===== config.mk =====
export PLATFORM = sky130hd
export DESIGN_NAME = mz80k_shell
export DESIGN_NICKNAME = d
export VERILOG_FILES = /design/src/rtl/mz80k_pkg.sv /design/src/rtl/reset_sequencer.sv /design/src/rtl/key_event_decoder.sv /design/src/rtl/video_palette.sv /design/src/rtl/sigma_delta_dac.sv /design/src/rtl/mz80k_shell.sv
export SDC_FILE = /design/constraint.sdc
export NUM_CORES = 1
export LEC_CHECK = 0
export BUFFER_PORTS_ARGS = -buffer_cell sky130_fd_sc_hd__clkbuf_2
export CAP_MARGIN = 15
export CORE_AREA = 10 10 80 82
export CTS_BUF_LIST = sky130_fd_sc_hd__clkbuf_16
export DETAILED_ROUTE_END_ITERATION = 6
export DIE_AREA = 0 0 90 92
export REMOVE_ABC_BUFFERS = 1
export SLEW_MARGIN = 15
export SYNTH_ARGS = -nofsm -noshare
export SYNTH_HDL_FRONTEND = slang
export SYNTH_SLANG_ARGS = --single-unit

===== constraint.sdc =====
create_clock -name clk_sys -period 1.9 [get_ports clk_sys]
set_input_delay 0.57 -clock clk_sys [delete_from_list [all_inputs] [get_ports clk_sys]]
set_output_delay 0.57 -clock clk_sys [all_outputs]
set_load 0.02 [all_outputs]

===== src/rtl/mz80k_pkg.sv =====
package mz80k_pkg;

	// core reset stretch
	localparam int reset_cnt_w = 8;
	localparam logic [reset_cnt_w-1:0] reset_hold = 8'd255; // counter saturates here

	// colour widths
	localparam int color_w = 2; // one core channel
	localparam int vga_w = 6;   // one board VGA channel

	// audio
	localparam int dac_w = 3; // modulator input and accumulator width

	// key word from the board controller
	localparam int ps2_key_w = 11;
	localparam int key_toggle_bit = 10;  // flips once per key event
	localparam int key_pressed_bit = 9;  // 1 = make, 0 = break
	localparam int key_ext_bit = 8;      // E0 prefixed code

	// screen modes from the menu, code 3 is treated as colour too
	localparam logic [1:0] mode_gray = 2'd0;
	localparam logic [1:0] mode_green = 2'd1;
	localparam logic [1:0] mode_color = 2'd2;

	// status word bit positions
	localparam int status_menu_reset = 0;
	localparam int status_trig_reset = 5;
	localparam int status_mode_lo = 3; // mode sits in this bit and the one above

	// set 2 scan codes of the shift keys
	localparam logic [7:0] scan_lshift = 8'h12;
	localparam logic [7:0] scan_rshift = 8'h59;

endpackage


===== src/rtl/reset_sequencer.sv =====
`timescale 1ns/1ps

module reset_sequencer
	import mz80k_pkg::*;
(
	input  logic clk_sys,
	input  logic rst_n,
	input  logic pll_locked,
	input  logic hold_button,
	input  logic menu_reset,
	input  logic trig_reset,
	output logic core_reset
);

	logic src_active;
	logic src_q;
	logic [reset_cnt_w-1:0] hold_cnt;

	// any one of these keeps the core parked
	assign src_active = !pll_locked || hold_button || menu_reset || trig_reset;

	always_ff @(posedge clk_sys) begin
		if (!rst_n) begin
			src_q <= 1'b1;
			hold_cnt <= '0;
			core_reset <= 1'b1;
		end else begin
			src_q <= src_active; // lock and button are not clk_sys signals
			if (src_q)
				hold_cnt <= '0;
			else if (hold_cnt != reset_hold)
				hold_cnt <= hold_cnt + 1'b1; // stops at the hold value
			// a new source asserts reset at once, release waits for the count
			core_reset <= src_active || src_q || (hold_cnt != reset_hold);
		end
	end

endmodule


===== src/rtl/key_event_decoder.sv =====
`timescale 1ns/1ps

module key_event_decoder
	import mz80k_pkg::*;
(
	input  logic                 clk_sys,
	input  logic                 rst_n,
	input  logic [ps2_key_w-1:0] ps2_key,
	output logic                 key_strobe,
	output logic [7:0]           key_code,
	output logic                 key_extended,
	output logic                 key_pressed,
	output logic                 shift_held
);

	logic toggle_q;
	logic new_event;
	logic is_shift;

	// controller flips this bit once for every make or break it sends
	assign new_event = ps2_key[key_toggle_bit] != toggle_q;

	// shift keys have no E0 prefix, an extended 12 is part of print screen
	assign is_shift = !ps2_key[key_ext_bit] &&
		((ps2_key[7:0] == scan_lshift) || (ps2_key[7:0] == scan_rshift));

	always_ff @(posedge clk_sys) begin
		if (!rst_n) begin
			toggle_q <= 1'b0;
			key_strobe <= 1'b0;
			shift_held <= 1'b0;
		end else begin
			toggle_q <= ps2_key[key_toggle_bit];
			key_strobe <= new_event; // one cycle per flip
			if (new_event && is_shift)
				shift_held <= ps2_key[key_pressed_bit]; // make sets, break clears
		end
	end

	// fields only change with an event, so they stay valid after the strobe
	always_ff @(posedge clk_sys) begin
		if (new_event) begin
			key_code <= ps2_key[7:0];
			key_extended <= ps2_key[key_ext_bit];
			key_pressed <= ps2_key[key_pressed_bit];
		end
	end

endmodule


===== src/rtl/video_palette.sv =====
`timescale 1ns/1ps

module video_palette
	import mz80k_pkg::*;
(
	input  logic               clk_sys,
	input  logic               rst_n,
	input  logic [1:0]         mode,
	input  logic [color_w-1:0] core_r,
	input  logic [color_w-1:0] core_g,
	input  logic [color_w-1:0] core_b,
	input  logic               core_hs,
	input  logic               core_vs,
	output logic [vga_w-1:0]   vga_r,
	output logic [vga_w-1:0]   vga_g,
	output logic [vga_w-1:0]   vga_b,
	output logic               vga_hs,
	output logic               vga_vs
);

	// repeat the 2-bit level so 3 maps to full scale
	function automatic logic [vga_w-1:0] widen(input logic [color_w-1:0] c);
		return {c, c, c};
	endfunction

	logic [vga_w-1:0] wide_r;
	logic [vga_w-1:0] wide_g;
	logic [vga_w-1:0] wide_b;
	logic [vga_w-1:0] pal_r;
	logic [vga_w-1:0] pal_g;
	logic [vga_w-1:0] pal_b;

	assign wide_r = widen(core_r);
	assign wide_g = widen(core_g);
	assign wide_b = widen(core_b);

	always_comb begin
		if (mode >= mode_color) begin
			// colour monitor, codes 2 and 3
			pal_r = wide_r;
			pal_g = wide_g;
			pal_b = wide_b;
		end else if (mode == mode_green) begin
			// green phosphor look
			pal_r = '0;
			pal_g = wide_g;
			pal_b = '0;
		end else begin
			// gray, the original MZ80K screen is driven from green
			pal_r = wide_g;
			pal_g = wide_g;
			pal_b = wide_g;
		end
	end

	// colour and syncs share one register stage to stay aligned
	always_ff @(posedge clk_sys) begin
		if (!rst_n) begin
			vga_r <= '0;
			vga_g <= '0;
			vga_b <= '0;
			vga_hs <= 1'b0;
			vga_vs <= 1'b0;
		end else begin
			vga_r <= pal_r;
			vga_g <= pal_g;
			vga_b <= pal_b;
			vga_hs <= core_hs;
			vga_vs <= core_vs;
		end
	end

endmodule


===== src/rtl/sigma_delta_dac.sv =====
`timescale 1ns/1ps

module sigma_delta_dac
	import mz80k_pkg::*;
(
	input  logic             clk_sys,
	input  logic             rst_n,
	input  logic [dac_w-1:0] level,
	output logic             dac_out
);

	logic [dac_w-1:0] acc;
	logic [dac_w:0]   sum; // one extra bit for the carry

	// first order loop, the carry density equals level / 2**dac_w
	assign sum = {1'b0, acc} + {1'b0, level};

	always_ff @(posedge clk_sys) begin
		if (!rst_n) begin
			acc <= '0;
			dac_out <= 1'b0;
		end else begin
			acc <= sum[dac_w-1:0]; // residue wraps around
			dac_out <= sum[dac_w]; // board RC filter smooths this
		end
	end

endmodule


===== src/rtl/mz80k_shell.sv =====
`timescale 1ns/1ps

module mz80k_shell
	import mz80k_pkg::*;
(
	input  logic                 clk_sys,
	input  logic                 rst_n,
	input  logic                 pll_locked,
	input  logic [1:0]           buttons,
	input  logic [31:0]          status,
	input  logic [ps2_key_w-1:0] ps2_key,
	input  logic [color_w-1:0]   core_r,
	input  logic [color_w-1:0]   core_g,
	input  logic [color_w-1:0]   core_b,
	input  logic                 core_hs,
	input  logic                 core_vs,
	input  logic                 core_audio,
	output logic                 core_reset,
	output logic                 key_strobe,
	output logic [7:0]           key_code,
	output logic                 key_extended,
	output logic                 key_pressed,
	output logic                 shift_held,
	output logic [vga_w-1:0]     vga_r,
	output logic [vga_w-1:0]     vga_g,
	output logic [vga_w-1:0]     vga_b,
	output logic                 vga_hs,
	output logic                 vga_vs,
	output logic                 audio_l,
	output logic                 audio_r
);

	logic [1:0]       screen_mode;
	logic [dac_w-1:0] audio_level;

	// menu option O34 selects the monitor type
	assign screen_mode = status[status_mode_lo+1:status_mode_lo];

	// the tone is a single bit, full scale or silence
	assign audio_level = {dac_w{core_audio}};

	// mono core, same stream on both pins
	assign audio_r = audio_l;

	reset_sequencer u_reset_sequencer (
		.clk_sys     (clk_sys),
		.rst_n       (rst_n),
		.pll_locked  (pll_locked),
		.hold_button (buttons[1]),
		.menu_reset  (status[status_menu_reset]),
		.trig_reset  (status[status_trig_reset]),
		.core_reset  (core_reset)
	);

	key_event_decoder u_key_event_decoder (
		.clk_sys      (clk_sys),
		.rst_n        (rst_n),
		.ps2_key      (ps2_key),
		.key_strobe   (key_strobe),
		.key_code     (key_code),
		.key_extended (key_extended),
		.key_pressed  (key_pressed),
		.shift_held   (shift_held)
	);

	video_palette u_video_palette (
		.clk_sys (clk_sys),
		.rst_n   (rst_n),
		.mode    (screen_mode),
		.core_r  (core_r),
		.core_g  (core_g),
		.core_b  (core_b),
		.core_hs (core_hs),
		.core_vs (core_vs),
		.vga_r   (vga_r),
		.vga_g   (vga_g),
		.vga_b   (vga_b),
		.vga_hs  (vga_hs),
		.vga_vs  (vga_vs)
	);

	sigma_delta_dac u_sigma_delta_dac (
		.clk_sys (clk_sys),
		.rst_n   (rst_n),
		.level   (audio_level),
		.dac_out (audio_l)
	);

endmodule


* Word-level counts from Yosys, hierarchy flattened
Cells that the tools add are included.
** Word-level totals
- Word-level logic and storage cells :: 39
- Input bits :: 57
- Bits in registers :: 47
- Output and inout bits :: 35
** Cells by class
- Order comparisons :: 1
- Reductions and logical operators :: 11
- Bitwise gates (word level) :: 1
- Add/sub/neg operators :: 2
- Eq/ne operators :: 5
- Multiplexer cells :: 3
** Operator list (count)
- $mux 6 :: 3
- $add 8x1->8 const B :: 1
- $eq 8x5->1 const B :: 1
- $eq 8x7->1 const B :: 1
- $ne 8x8->1 const B :: 1
- $logic_or 1x1->1 :: 6
- $add 3x3->4 :: 1
- $eq 2x1->1 const B :: 1
- $ge 2x2->1 const B :: 1
- $logic_and 1x1->1 :: 2
- $logic_not 1->1 :: 2
- $reduce_or 2->1 :: 1
- $ne 1x1->1 :: 1
- $not 1->1 :: 1

* Logic depth before layout (Yosys ltp)
Gate-level depths: netlist of the first run.
- Word-level depth :: 6
- Depth in mapped cells :: 5
- Gate-level depth less buffers :: 5

* Hierarchy
A second synthesis of the first run with hierarchy kept.
** Second synthesis, totals
- Cell total of the unflattened synthesis :: 127
- Area, all modules :: 1453.9 um2
** By module, submodules not included
- reset_sequencer :: cells each 49, instances 1, sequential area each 200.2 um2, area an instance 459.2 um2
- key_event_decoder :: cells each 24, instances 1, sequential area each 360.3 um2, area an instance 452.9 um2
- video_palette :: cells each 35, instances 1, sequential area each 160.2 um2, area an instance 341.6 um2
- sigma_delta_dac :: cells each 18, instances 1, sequential area each 80.1 um2, area an instance 192.7 um2
- mz80k_shell :: cells each 1, instances 1, sequential area each 0.0 um2, area an instance 7.5 um2

* Worst setup path after synthesis of the first run
No wires, ideal clock.
- Kind :: in2reg
- From :: input port ps2_key[10]
- To :: register u_key_event_decoder.shift_held
- Arrival time :: 1.646 ns
- Path slack :: 0.129 ns
- Setup time :: 0.125 ns
- Required time :: 1.775 ns
- Stages :: 4
- Path buffers :: 0
- Cells stage by stage :: xor2_1 -> nand4_1 -> o211ai_1 -> o31ai_1
** Between the ends
- Word-level cells in the longest chain between the ends :: 2
** Ends and longest elaborated chain
- from (decl) :: RTL line mz80k_shell.sv:11 : input logic [ps2_key_w-1:0] ps2_key,
- $ne 1x1->1 :: RTL line key_event_decoder.sv:21 : assign new_event = ps2_key[key_toggle_bit] != toggle_q;
- $logic_and 1x1->1 :: RTL line key_event_decoder.sv:35 : if (new_event && is_shift)
- to (signal assigned) :: RTL line key_event_decoder.sv:36 : shift_held <= ps2_key[key_pressed_bit];
- to (decl) :: RTL line key_event_decoder.sv:13 : output logic shift_held
Every way passes these cells.
A chain may end at the register's enable or synchronous reset.

* Worst setup path in the final report of the first run
- From :: input port core_audio
- To :: register u_sigma_delta_dac.acc[2]
** Between the ends
- Word-level cells in the longest chain between the ends :: 1
** Ends and longest elaborated chain
- from (decl) :: RTL line mz80k_shell.sv:17 : input logic core_audio,
- $add 3x3->4 :: RTL line sigma_delta_dac.sv:16 : assign sum = {1'b0, acc} + {1'b0, level};
- to (signal assigned) :: RTL line sigma_delta_dac.sv:23 : acc <= sum[dac_w-1:0];
- to (decl) :: RTL line sigma_delta_dac.sv:12 : logic [dac_w-1:0] acc;
Every way passes these cells.

==> impl_metrics.toml, run 1 <==
[routing]
wl_per_cell_um = 12.5
firstDrtPassIters = 4
dr.first_iter.drc_count = 26
vias = 1033
post-route-drc-count = 0
routed_via_density = 4.10
routed_wl_um = 3140
ant_nets = 0

[cells_and_area]
drive_gt1_frac = 0.407
area_delta_synth_final_pct = 32.4
antenna_cells = 0
final_nets = 243

[floorplanning]
ios = 92
die_area_um2 = 8280
initial_core_util = 0.285
die_h_um = 92
die_w_um = 90
core_area_um2 = 4910
rows = 26

[power]
total_power_mw = 1.80
p_leak_nw = 0.877
power_density_nw_per_um2 = 972
irDropWorstVdd_uv = 429

[yosys]
avgSynthCellArea_um2 = 11.3
yosysWarnings = 0
synthCells = 124
synth_area_leaders = "dfxtp_1 (36%), edfxtp_1 (21%), buf_4 (7.0%)"
synth_seq_cells = 35
yosysSeqAreaShare = 0.572
async_flop_share = 0
yosys.area.top_type = "dfxtp_1"
synth.cell_area_um2 = 1400
synth_edf_count = 10
synth_top_area_frac = 0.358
synth_ff_type = "dfxtp_1"
ys_types = 31

[sta]
tightest_slew_ns = 0.365
holdWs_ns = 0.487
rsz0062_at_grt = "no"
skew_ns = 0.00243
slew-limit-headroom = 0.753
max_freq_mhz = 703
fin_crit_sh = 0.749
setup_viol = 0
slew_violations = 0
hold_viol = 0
finalCriticalPeriod_ns = 1.42
fin_tns_setup_ns = 0
finalWorstSetupSlack_ns = 0.478

[critical_path]
critPathKind = "input pin to flop"
cp.required_ns = 2.07
critical_path.max_fanout = 4
cp-end-kind = "flop"
cp.arrival_ns = 1.59
critPathLaunchType = "input pin"

[clock_tree]
htreeDepth = 2
ctsRootBufferMaster = "clkbuf_16"
cts_resized = 0
postCtsSetupBuffers = 0
cts.path.max_buffers = 2
cts_hold_buf = 0
insertion_delay_ns = 0.27
cts_tree = "built"
clock_sinks = 35
clk_pin_slew_worst_paths_ns = 0.05
cts_made_buffers = 5

[run_status]
outcome = "completed"

[place]
port_buffers = 62
place.gp.congestion = 0.760
hpwl_um = 2550
pre_cts_slack_ns = 0.191

[grt]
grt_pass1_wl_um = 5060
grt-ovfl-total = 0
grt_pass1_vias = 1012
grt_max_degree = 18
grt_util_all_layers = 0.0773
antenna_found_initial = 0

[hold_path]
hold_class = "input pin to flop"

[flow_run]
drv_cap = 0
[registers in the layout (all words and copies together), names as in the netlist]
signal                            count
u_sigma_delta_dac.dac_out             1
u_video_palette.vga_b                 2
u_video_palette.vga_r                 2
u_key_event_decoder.key_pressed       1
u_sigma_delta_dac.acc                 3
u_reset_sequencer.src_q               1
u_key_event_decoder.key_code          8
u_video_palette.vga_vs                1
u_reset_sequencer.core_reset          1
u_video_palette.vga_g                 2
u_key_event_decoder.key_extended      1
u_reset_sequencer.hold_cnt            8
u_key_event_decoder.key_strobe        1
u_key_event_decoder.toggle_q          1
u_video_palette.vga_hs                1
u_key_event_decoder.shift_held        1
[power breakdown]
group	internal [mW]	switching (mW)	leakage [nW]	total [mW]
registers	0.817	0.0164	0.303	0.833
clock network	0.473	0.276	0.0724	0.749
logic	0.0862	0.132	0.502	0.218
total	1.38	0.424	0.877	1.80
[kinds of logic after synthesis]
group | Yosys count | share of synthesized area
xor gates and xnor gates | 4 | 0.0250
DFF | 35 | 0.572
buffers and inverters | 17 | 0.0805
muxes | 1 | 0.00716
and+or+nand+nor | 47 | 0.190
adders and majority gates | 5 | 0.0501
AOI/OAI and AO/OA | 15 | 0.0751
[layer usage]
metal | vias to the layer above | share of wire | wire length, µm | track usage
li1 | 531 | - | - | -
met1 | 439 | 0.54 | 1700 | 0.102
met2 | 61 | 0.34 | 1070 | 0.0908
met3 | 2 | 0.11 | 349 | 0.0505
met4 | 0 | 0.0083 | 26 | 0.0398
met5 | - | 0 | 0 | 0
[cell type report]
| type | count | area (µm²) |
|---|---|---|
| well taps | 70 | 87.6 |
| clock buffers | 5 | 125 |
| multi-input cells | 72 | 485 |
| clock inverters | 3 | 12.5 |
| repair buffers | 65 | 333 |
| inverters | 2 | 7.51 |
| flip-flops and latches | 35 | 801 |
| fillers | 501 | 3060 |
[synth_stat cells (2+ instances only)]
master and n:
nor4b_1 2, a31oi_1 2, a21boi_0 4, and2_1 9
dfxtp_1 25, ha_1 4, inv_1 2, buf_4 13
nor3_1 4, o31ai_1 2, a21oi_1 2, clkbuf_1 2
nand3_1 2, nand2_1 10, nor2b_1 2, o211ai_1 2
edfxtp_1 10, xor2_1 4, nor2_1 11
[layout by cell type (no fill, tap or decap), types with 2 or more instances in the layout]
cell type / Yosys / routed
clkbuf_2: 0 / 62
dfxtp_1: 25 / 25
nor2_1: 11 / 11
nand2_1: 10 / 10
edfxtp_1: 10 / 10
and2_1: 9 / 9
clkbuf_16: 0 / 5
xor2_1: 4 / 4
a21boi_0: 4 / 4
nor3_1: 4 / 4
ha_1: 4 / 4
inv_1: 2 / 3
buf_4: 13 / 3
nor4b_1: 2 / 2
nand3_1: 2 / 2
nor2b_1: 2 / 2
a31oi_1: 2 / 2
o211ai_1: 2 / 2
o31ai_1: 2 / 2
a21oi_1: 2 / 2
[worst paths after layout]
path	from	slack [ns]	to	cells after the start
max	core_audio	0.48	u_sigma_delta_dac.acc[2]	5
min	ps2_key[5]	0.49	u_key_event_decoder.key_code[5]	1
max reg2reg	u_reset_sequencer.hold_cnt[0]	0.59	u_reset_sequencer.hold_cnt[1]	5
min reg2reg	u_key_event_decoder.shift_held	0.50	u_key_event_decoder.shift_held	2
[stage by stage]
step | instance area (µm²) | utilization | std cells
after floorplan | 1290 | - | 109
after global placement | 1710 | 0.349 | 244
after detailed placement | 1710 | 0.349 | 244
after CTS | 1850 | 0.377 | 252
after global routing | 1850 | 0.377 | 252
final | 1850 | 0.377 | 252
[worst max-delay path, stage by stage]
cell and delay [ns]:
clkbuf_2 0.12, ha_1 0.23, fa_1 0.37, xor2_1 0.14, and2_1 0.14
Power figures use the tool's default switching activity.
==> run 2, diff against run 1 <==
==> constraint.sdc (replaced) <==
create_clock -name clk_sys -period 1.46 [get_ports clk_sys]
set_input_delay 0.438 -clock clk_sys [delete_from_list [all_inputs] [get_ports clk_sys]]
set_output_delay 0.438 -clock clk_sys [all_outputs]
set_load 0.02 [all_outputs]
==> impl_metrics.toml, run 2 (same netlist as run 1, synthesis figures left out) <==
[run_status]
outcome = "completed"

[place]
place.gp.congestion = 0.776
dpl_cell_area_um2 = 1720
hpwl_um = 2570
port_buffers = 62
dp_cells = 245
pre_cts_slack_ns = -0.0940

[routing]
dr.first_iter.drc_count = 39
post-route-drc-count = 0
routed_via_density = 4.07
vias = 1030
wl_per_cell_um = 12.3
firstDrtPassIters = 4
ant_nets = 0
routed_wl_um = 3110

[cells_and_area]
finish.utilization = 0.384
final_nets = 244
final_cell_area_um2 = 1890
area_delta_synth_final_pct = 34.8
biggestRegsByFlops = "u_key_event_decoder.key_code x8, u_reset_sequencer.hold_cnt x8, u_sigma_delta_dac.acc x3"
drive_gt1_frac = 0.415
final_cell_mix = "clkbuf_2 (62), dfxtp_1 (25), nor2_1 (11)"
layout_commonest_cell = "clkbuf_2"
instances_no_fill = 253
antenna_cells = 0

[sta]
max_freq_mhz = 758
setup_viol = 0
holdWs_ns = 0.357
finalCriticalPeriod_ns = 1.32
fin_crit_sh = 0.904
rsz0062_at_grt = "no"
fin_tns_setup_ns = 0
finalWorstSetupSlack_ns = 0.141
slew_violations = 0
slew-limit-headroom = 0.764
hold_viol = 0
tightest_slew_ns = 0.349
skew_ns = 0.00375

[flow_run]
drv_cap = 0

[power]
p_seq_frac = 0.428
switchingPower_mw = 0.562
swShare = 0.222
total_power_mw = 2.53
power.internal_mw = 1.97
p_leak_nw = 0.890
irDropWorstVdd_uv = 455
pwr-share-comb = 0.113
power_density_nw_per_um2 = 1340
pwr-share-clk = 0.459

[floorplanning]
initial_core_util = 0.285
die_h_um = 92
rows = 26
ios = 92
die_area_um2 = 8280
die_w_um = 90
core_area_um2 = 4910

[critical_path]
regToRegEndpoint = "u_reset_sequencer.hold_cnt[1]"
ff2ff_setup_slack_ns = 0.14
startpoint = "u_reset_sequencer.hold_cnt[0]"
timing.rr.start = "u_reset_sequencer.hold_cnt[0]"
cp.arrival_ns = 1.49
critPathLaunchType = "flop"
critPathKind = "flop to flop"
cp.required_ns = 1.63
reg2reg_depth = 5
critical_path.max_fanout = 5
cp-endpoint = "u_reset_sequencer.hold_cnt[1]"
cp-end-kind = "flop"

[clock_tree]
postCtsSetupBuffers = 0
cts_made_buffers = 5
cts_tree = "built"
cts.path.max_buffers = 2
ctsRootBufferMaster = "clkbuf_16"
clock_sinks = 35
cts_hold_buf = 0
htreeDepth = 2
insertion_delay_ns = 0.27
clk_pin_slew_worst_paths_ns = 0.05
cts_resized = 0

[grt]
grt_max_degree = 18
grt_util_all_layers = 0.0777
antenna_found_initial = 0
grt-ovfl-total = 0
grt_pass1_vias = 1007
grt_pass1_wl_um = 5090

[hold_path]
hold_class = "input pin to flop"
min_from = "ps2_key[5]"
==> run 2: cell count changes in the layout (fill, tap and decap cells not counted), sizes merged <==
cell | previous run | this run
bufinv | 0 | 1
inv | 3 | 2
buf | 3 | 4
==> run 2: worst max-delay path, cell delays in order (launching register included) <==
cell	delay [ns]
dfxtp_1	0.36
ha_1	0.20
nand2_1	0.13
nor3_4	0.25
mux2i_1	0.22
nor2_1	0.05
==> run 2: cell type report <==
| cell class | count | area, µm² |
|---|---|---|
| inverter | 2 | 7.51 |
| fill | 468 | 3030 |
| multi-input combinational | 72 | 485 |
| timing repair buffer | 66 | 340 |
| sequential | 35 | 801 |
| clock buffer | 5 | 125 |
| tap | 70 | 87.6 |
| clock inverter | 3 | 38.8 |
==> run 2: power groups by stage <==
stage | Combinational [mW] | Sequential, mW | Clock [mW]
floorplan | 0.0726 | 1.18 | 0
global placement | 0.287 | 1.10 | 0
detailed placement | 0.290 | 1.10 | 0
CTS | 0.293 | 1.08 | 1.19
global route | 0.315 | 1.09 | 1.24
finish | 0.287 | 1.08 | 1.16
==> run 2: metal layers <==
metal,up-vias,part of all wire,global-route usage
met5,-,0,0
met4,0,0.015,0.0358
met3,6,0.14,0.0554
met2,62,0.34,0.0950
met1,429,0.51,0.0984
li1,533,-,-
==> run 2: worst min path at each step <==
stage | cells after the start | end
after floorplan | 2 | u_reset_sequencer.hold_cnt[2]
after global placement | 2 | u_key_event_decoder.shift_held
after detailed placement | 2 | u_key_event_decoder.shift_held
after CTS | 1 | u_key_event_decoder.key_code[5]
after global routing | 1 | u_key_event_decoder.key_code[5]
final | 1 | u_key_event_decoder.key_code[5]
==> run 3, diff against run 2 <==
==> constraint.sdc (replaced) <==
create_clock -name clk_sys -period 1.4 [get_ports clk_sys]
set_input_delay 0.42 -clock clk_sys [delete_from_list [all_inputs] [get_ports clk_sys]]
set_output_delay 0.42 -clock clk_sys [all_outputs]
set_load 0.02 [all_outputs]
==> impl_metrics.toml, run 3 (same netlist as run 1, synthesis figures left out) <==
[cells_and_area]
biggestRegsByFlops = "u_key_event_decoder.key_code x8, u_reset_sequencer.hold_cnt x8, u_sigma_delta_dac.acc x3"
final_cell_mix = "clkbuf_2 (62), dfxtp_1 (24), nor2_1 (11)"
drive_gt1_frac = 0.446
final_nets = 247
fillers = 484
area_delta_synth_final_pct = 37.9
antenna_cells = 0
layout_commonest_cell = "clkbuf_2"

[power]
p_leak_nw = 0.908
pwr-share-clk = 0.463
power_density_nw_per_um2 = 1380
irDropWorstVdd_uv = 565
switchingPower_mw = 0.602
swShare = 0.226
pwr-share-comb = 0.113
power.internal_mw = 2.07
p_seq_frac = 0.424
total_power_mw = 2.67

[floorplanning]
die_h_um = 92
die_w_um = 90
rows = 26
core_area_um2 = 4910
ios = 92
die_area_um2 = 8280
initial_core_util = 0.285

[critical_path]
cp.arrival_ns = 1.45
critPathKind = "flop to flop"
cp_slowest_cell = "dfxtp_1"
crit_path_cell_trace = "ha_4 > nand2_2 > nor3_4 > mux2i_1 > nor2_1"
critical_path.max_fanout = 5
timing.rr.start = "u_reset_sequencer.hold_cnt[0]"
slowest_delay_ns = 0.36
critPathLaunchType = "flop"
cp-end-kind = "flop"
cp.required_ns = 1.56
startpoint = "u_reset_sequencer.hold_cnt[0]"

[sta]
slew-limit-headroom = 0.765
rsz0062_at_grt = "no"
finalCriticalPeriod_ns = 1.29
hold_viol = 0
fin_tns_setup_ns = 0
tightest_slew_ns = 0.348
max_freq_mhz = 776
skew_ns = 0.00340
slew_violations = 0
setup_viol = 0
fin_crit_sh = 0.921

[grt]
grt_util_all_layers = 0.0800
grt_max_degree = 18
grt_pass1_wl_um = 5310
grt-ovfl-total = 0
antenna_found_initial = 0
grt_pass1_vias = 1044

[routing]
dr.first_iter.drc_count = 18
firstDrtPassIters = 6
routed_wl_um = 3250
vias = 1045
wl_per_cell_um = 12.7
ant_nets = 0
post-route-drc-count = 0
routed_via_density = 4.08

[clock_tree]
clock_sinks = 35
ctsRootBufferMaster = "clkbuf_16"
cts_hold_buf = 0
cts.path.max_buffers = 2
clk_pin_slew_worst_paths_ns = 0.06
cts_tree = "built"
cts_made_buffers = 5
insertion_delay_ns = 0.27
htreeDepth = 2

[flow_run]
drv_cap = 0

[hold_path]
hold_class = "input pin to flop"
min_from = "ps2_key[4]"

[run_status]
outcome = "completed"

[place]
hpwl_um = 2660
place.gp.congestion = 0.739
port_buffers = 62
## run 3: cell count changes in the layout (fill, tap and decap cells not counted), sizes merged
cell,before,now
buf,4,7
## run 3: power by group through the flow
stage                     clock network [mW]  registers (mW)  logic (mW)
after floorplan                            0            1.24      0.0757
after global placement                     0            1.15       0.302
after detailed placement                   0            1.15       0.306
after CTS                               1.26            1.13       0.308
after global routing                    1.31            1.14       0.331
final                                   1.24            1.13       0.302
## run 3: path summary, 6_finish.rpt
kind                                     endpoint  slack, ns  depth (start not counted)
hold reg to reg    u_key_event_decoder.shift_held       0.49                          2
setup / recovery    u_reset_sequencer.hold_cnt[1]       0.11                          5
hold / removal    u_key_event_decoder.key_code[4]       0.34                          1
setup reg to reg    u_reset_sequencer.hold_cnt[1]       0.11                          5
## run 3: worst max-delay path: cells and delay by family (launching register included)
family | cells | cell delay (ns)
simple gates | 3 | 0.45
flops | 1 | 0.36
mux | 1 | 0.22
fa+ha+maj | 1 | 0.16
## run 3: final cells by class
cell class | instances | area [µm²] | area share
Clock buffer | 5 | 125 | 0.0649
Clock inverter | 3 | 43.8 | 0.0227
Inverter | 2 | 7.51 | 0.00389
Multi-Input combinational cell | 72 | 500 | 0.259
Sequential cell | 35 | 802 | 0.416
Tap cell | 70 | 87.6 | 0.0454
Timing Repair Buffer | 69 | 363 | 0.188
## run 3: metrics by stage
stage	worst slack [ns]	instance area [µm²]	instances	util	hold slack (ns)
detailed placement	-0.119	1740	247	0.354	0.496
finish	0.111	1930	256	0.393	0.340
floorplan	-0.221	1290	109	-	0.482
global route	0.00924	1930	256	0.393	0.335
global placement	-0.118	1740	247	0.354	0.485
CTS	0.0552	1910	255	0.388	0.332
## run 3: layer usage
metal,vias to the layer above,part of all wire,track usage,routed length [µm]
li1,534,-,-,-
met1,444,0.51,0.0978,1650
met2,62,0.35,0.107,1150
met3,5,0.12,0.0522,396
met4,0,0.018,0.0358,57
met5,-,0,0,0
## run 3: what timing repair did
action	4_1_cts	5_1_grt
gates resized for setup	0	4
endpoints found under the setup margin	0	2
setup buffers	0	1
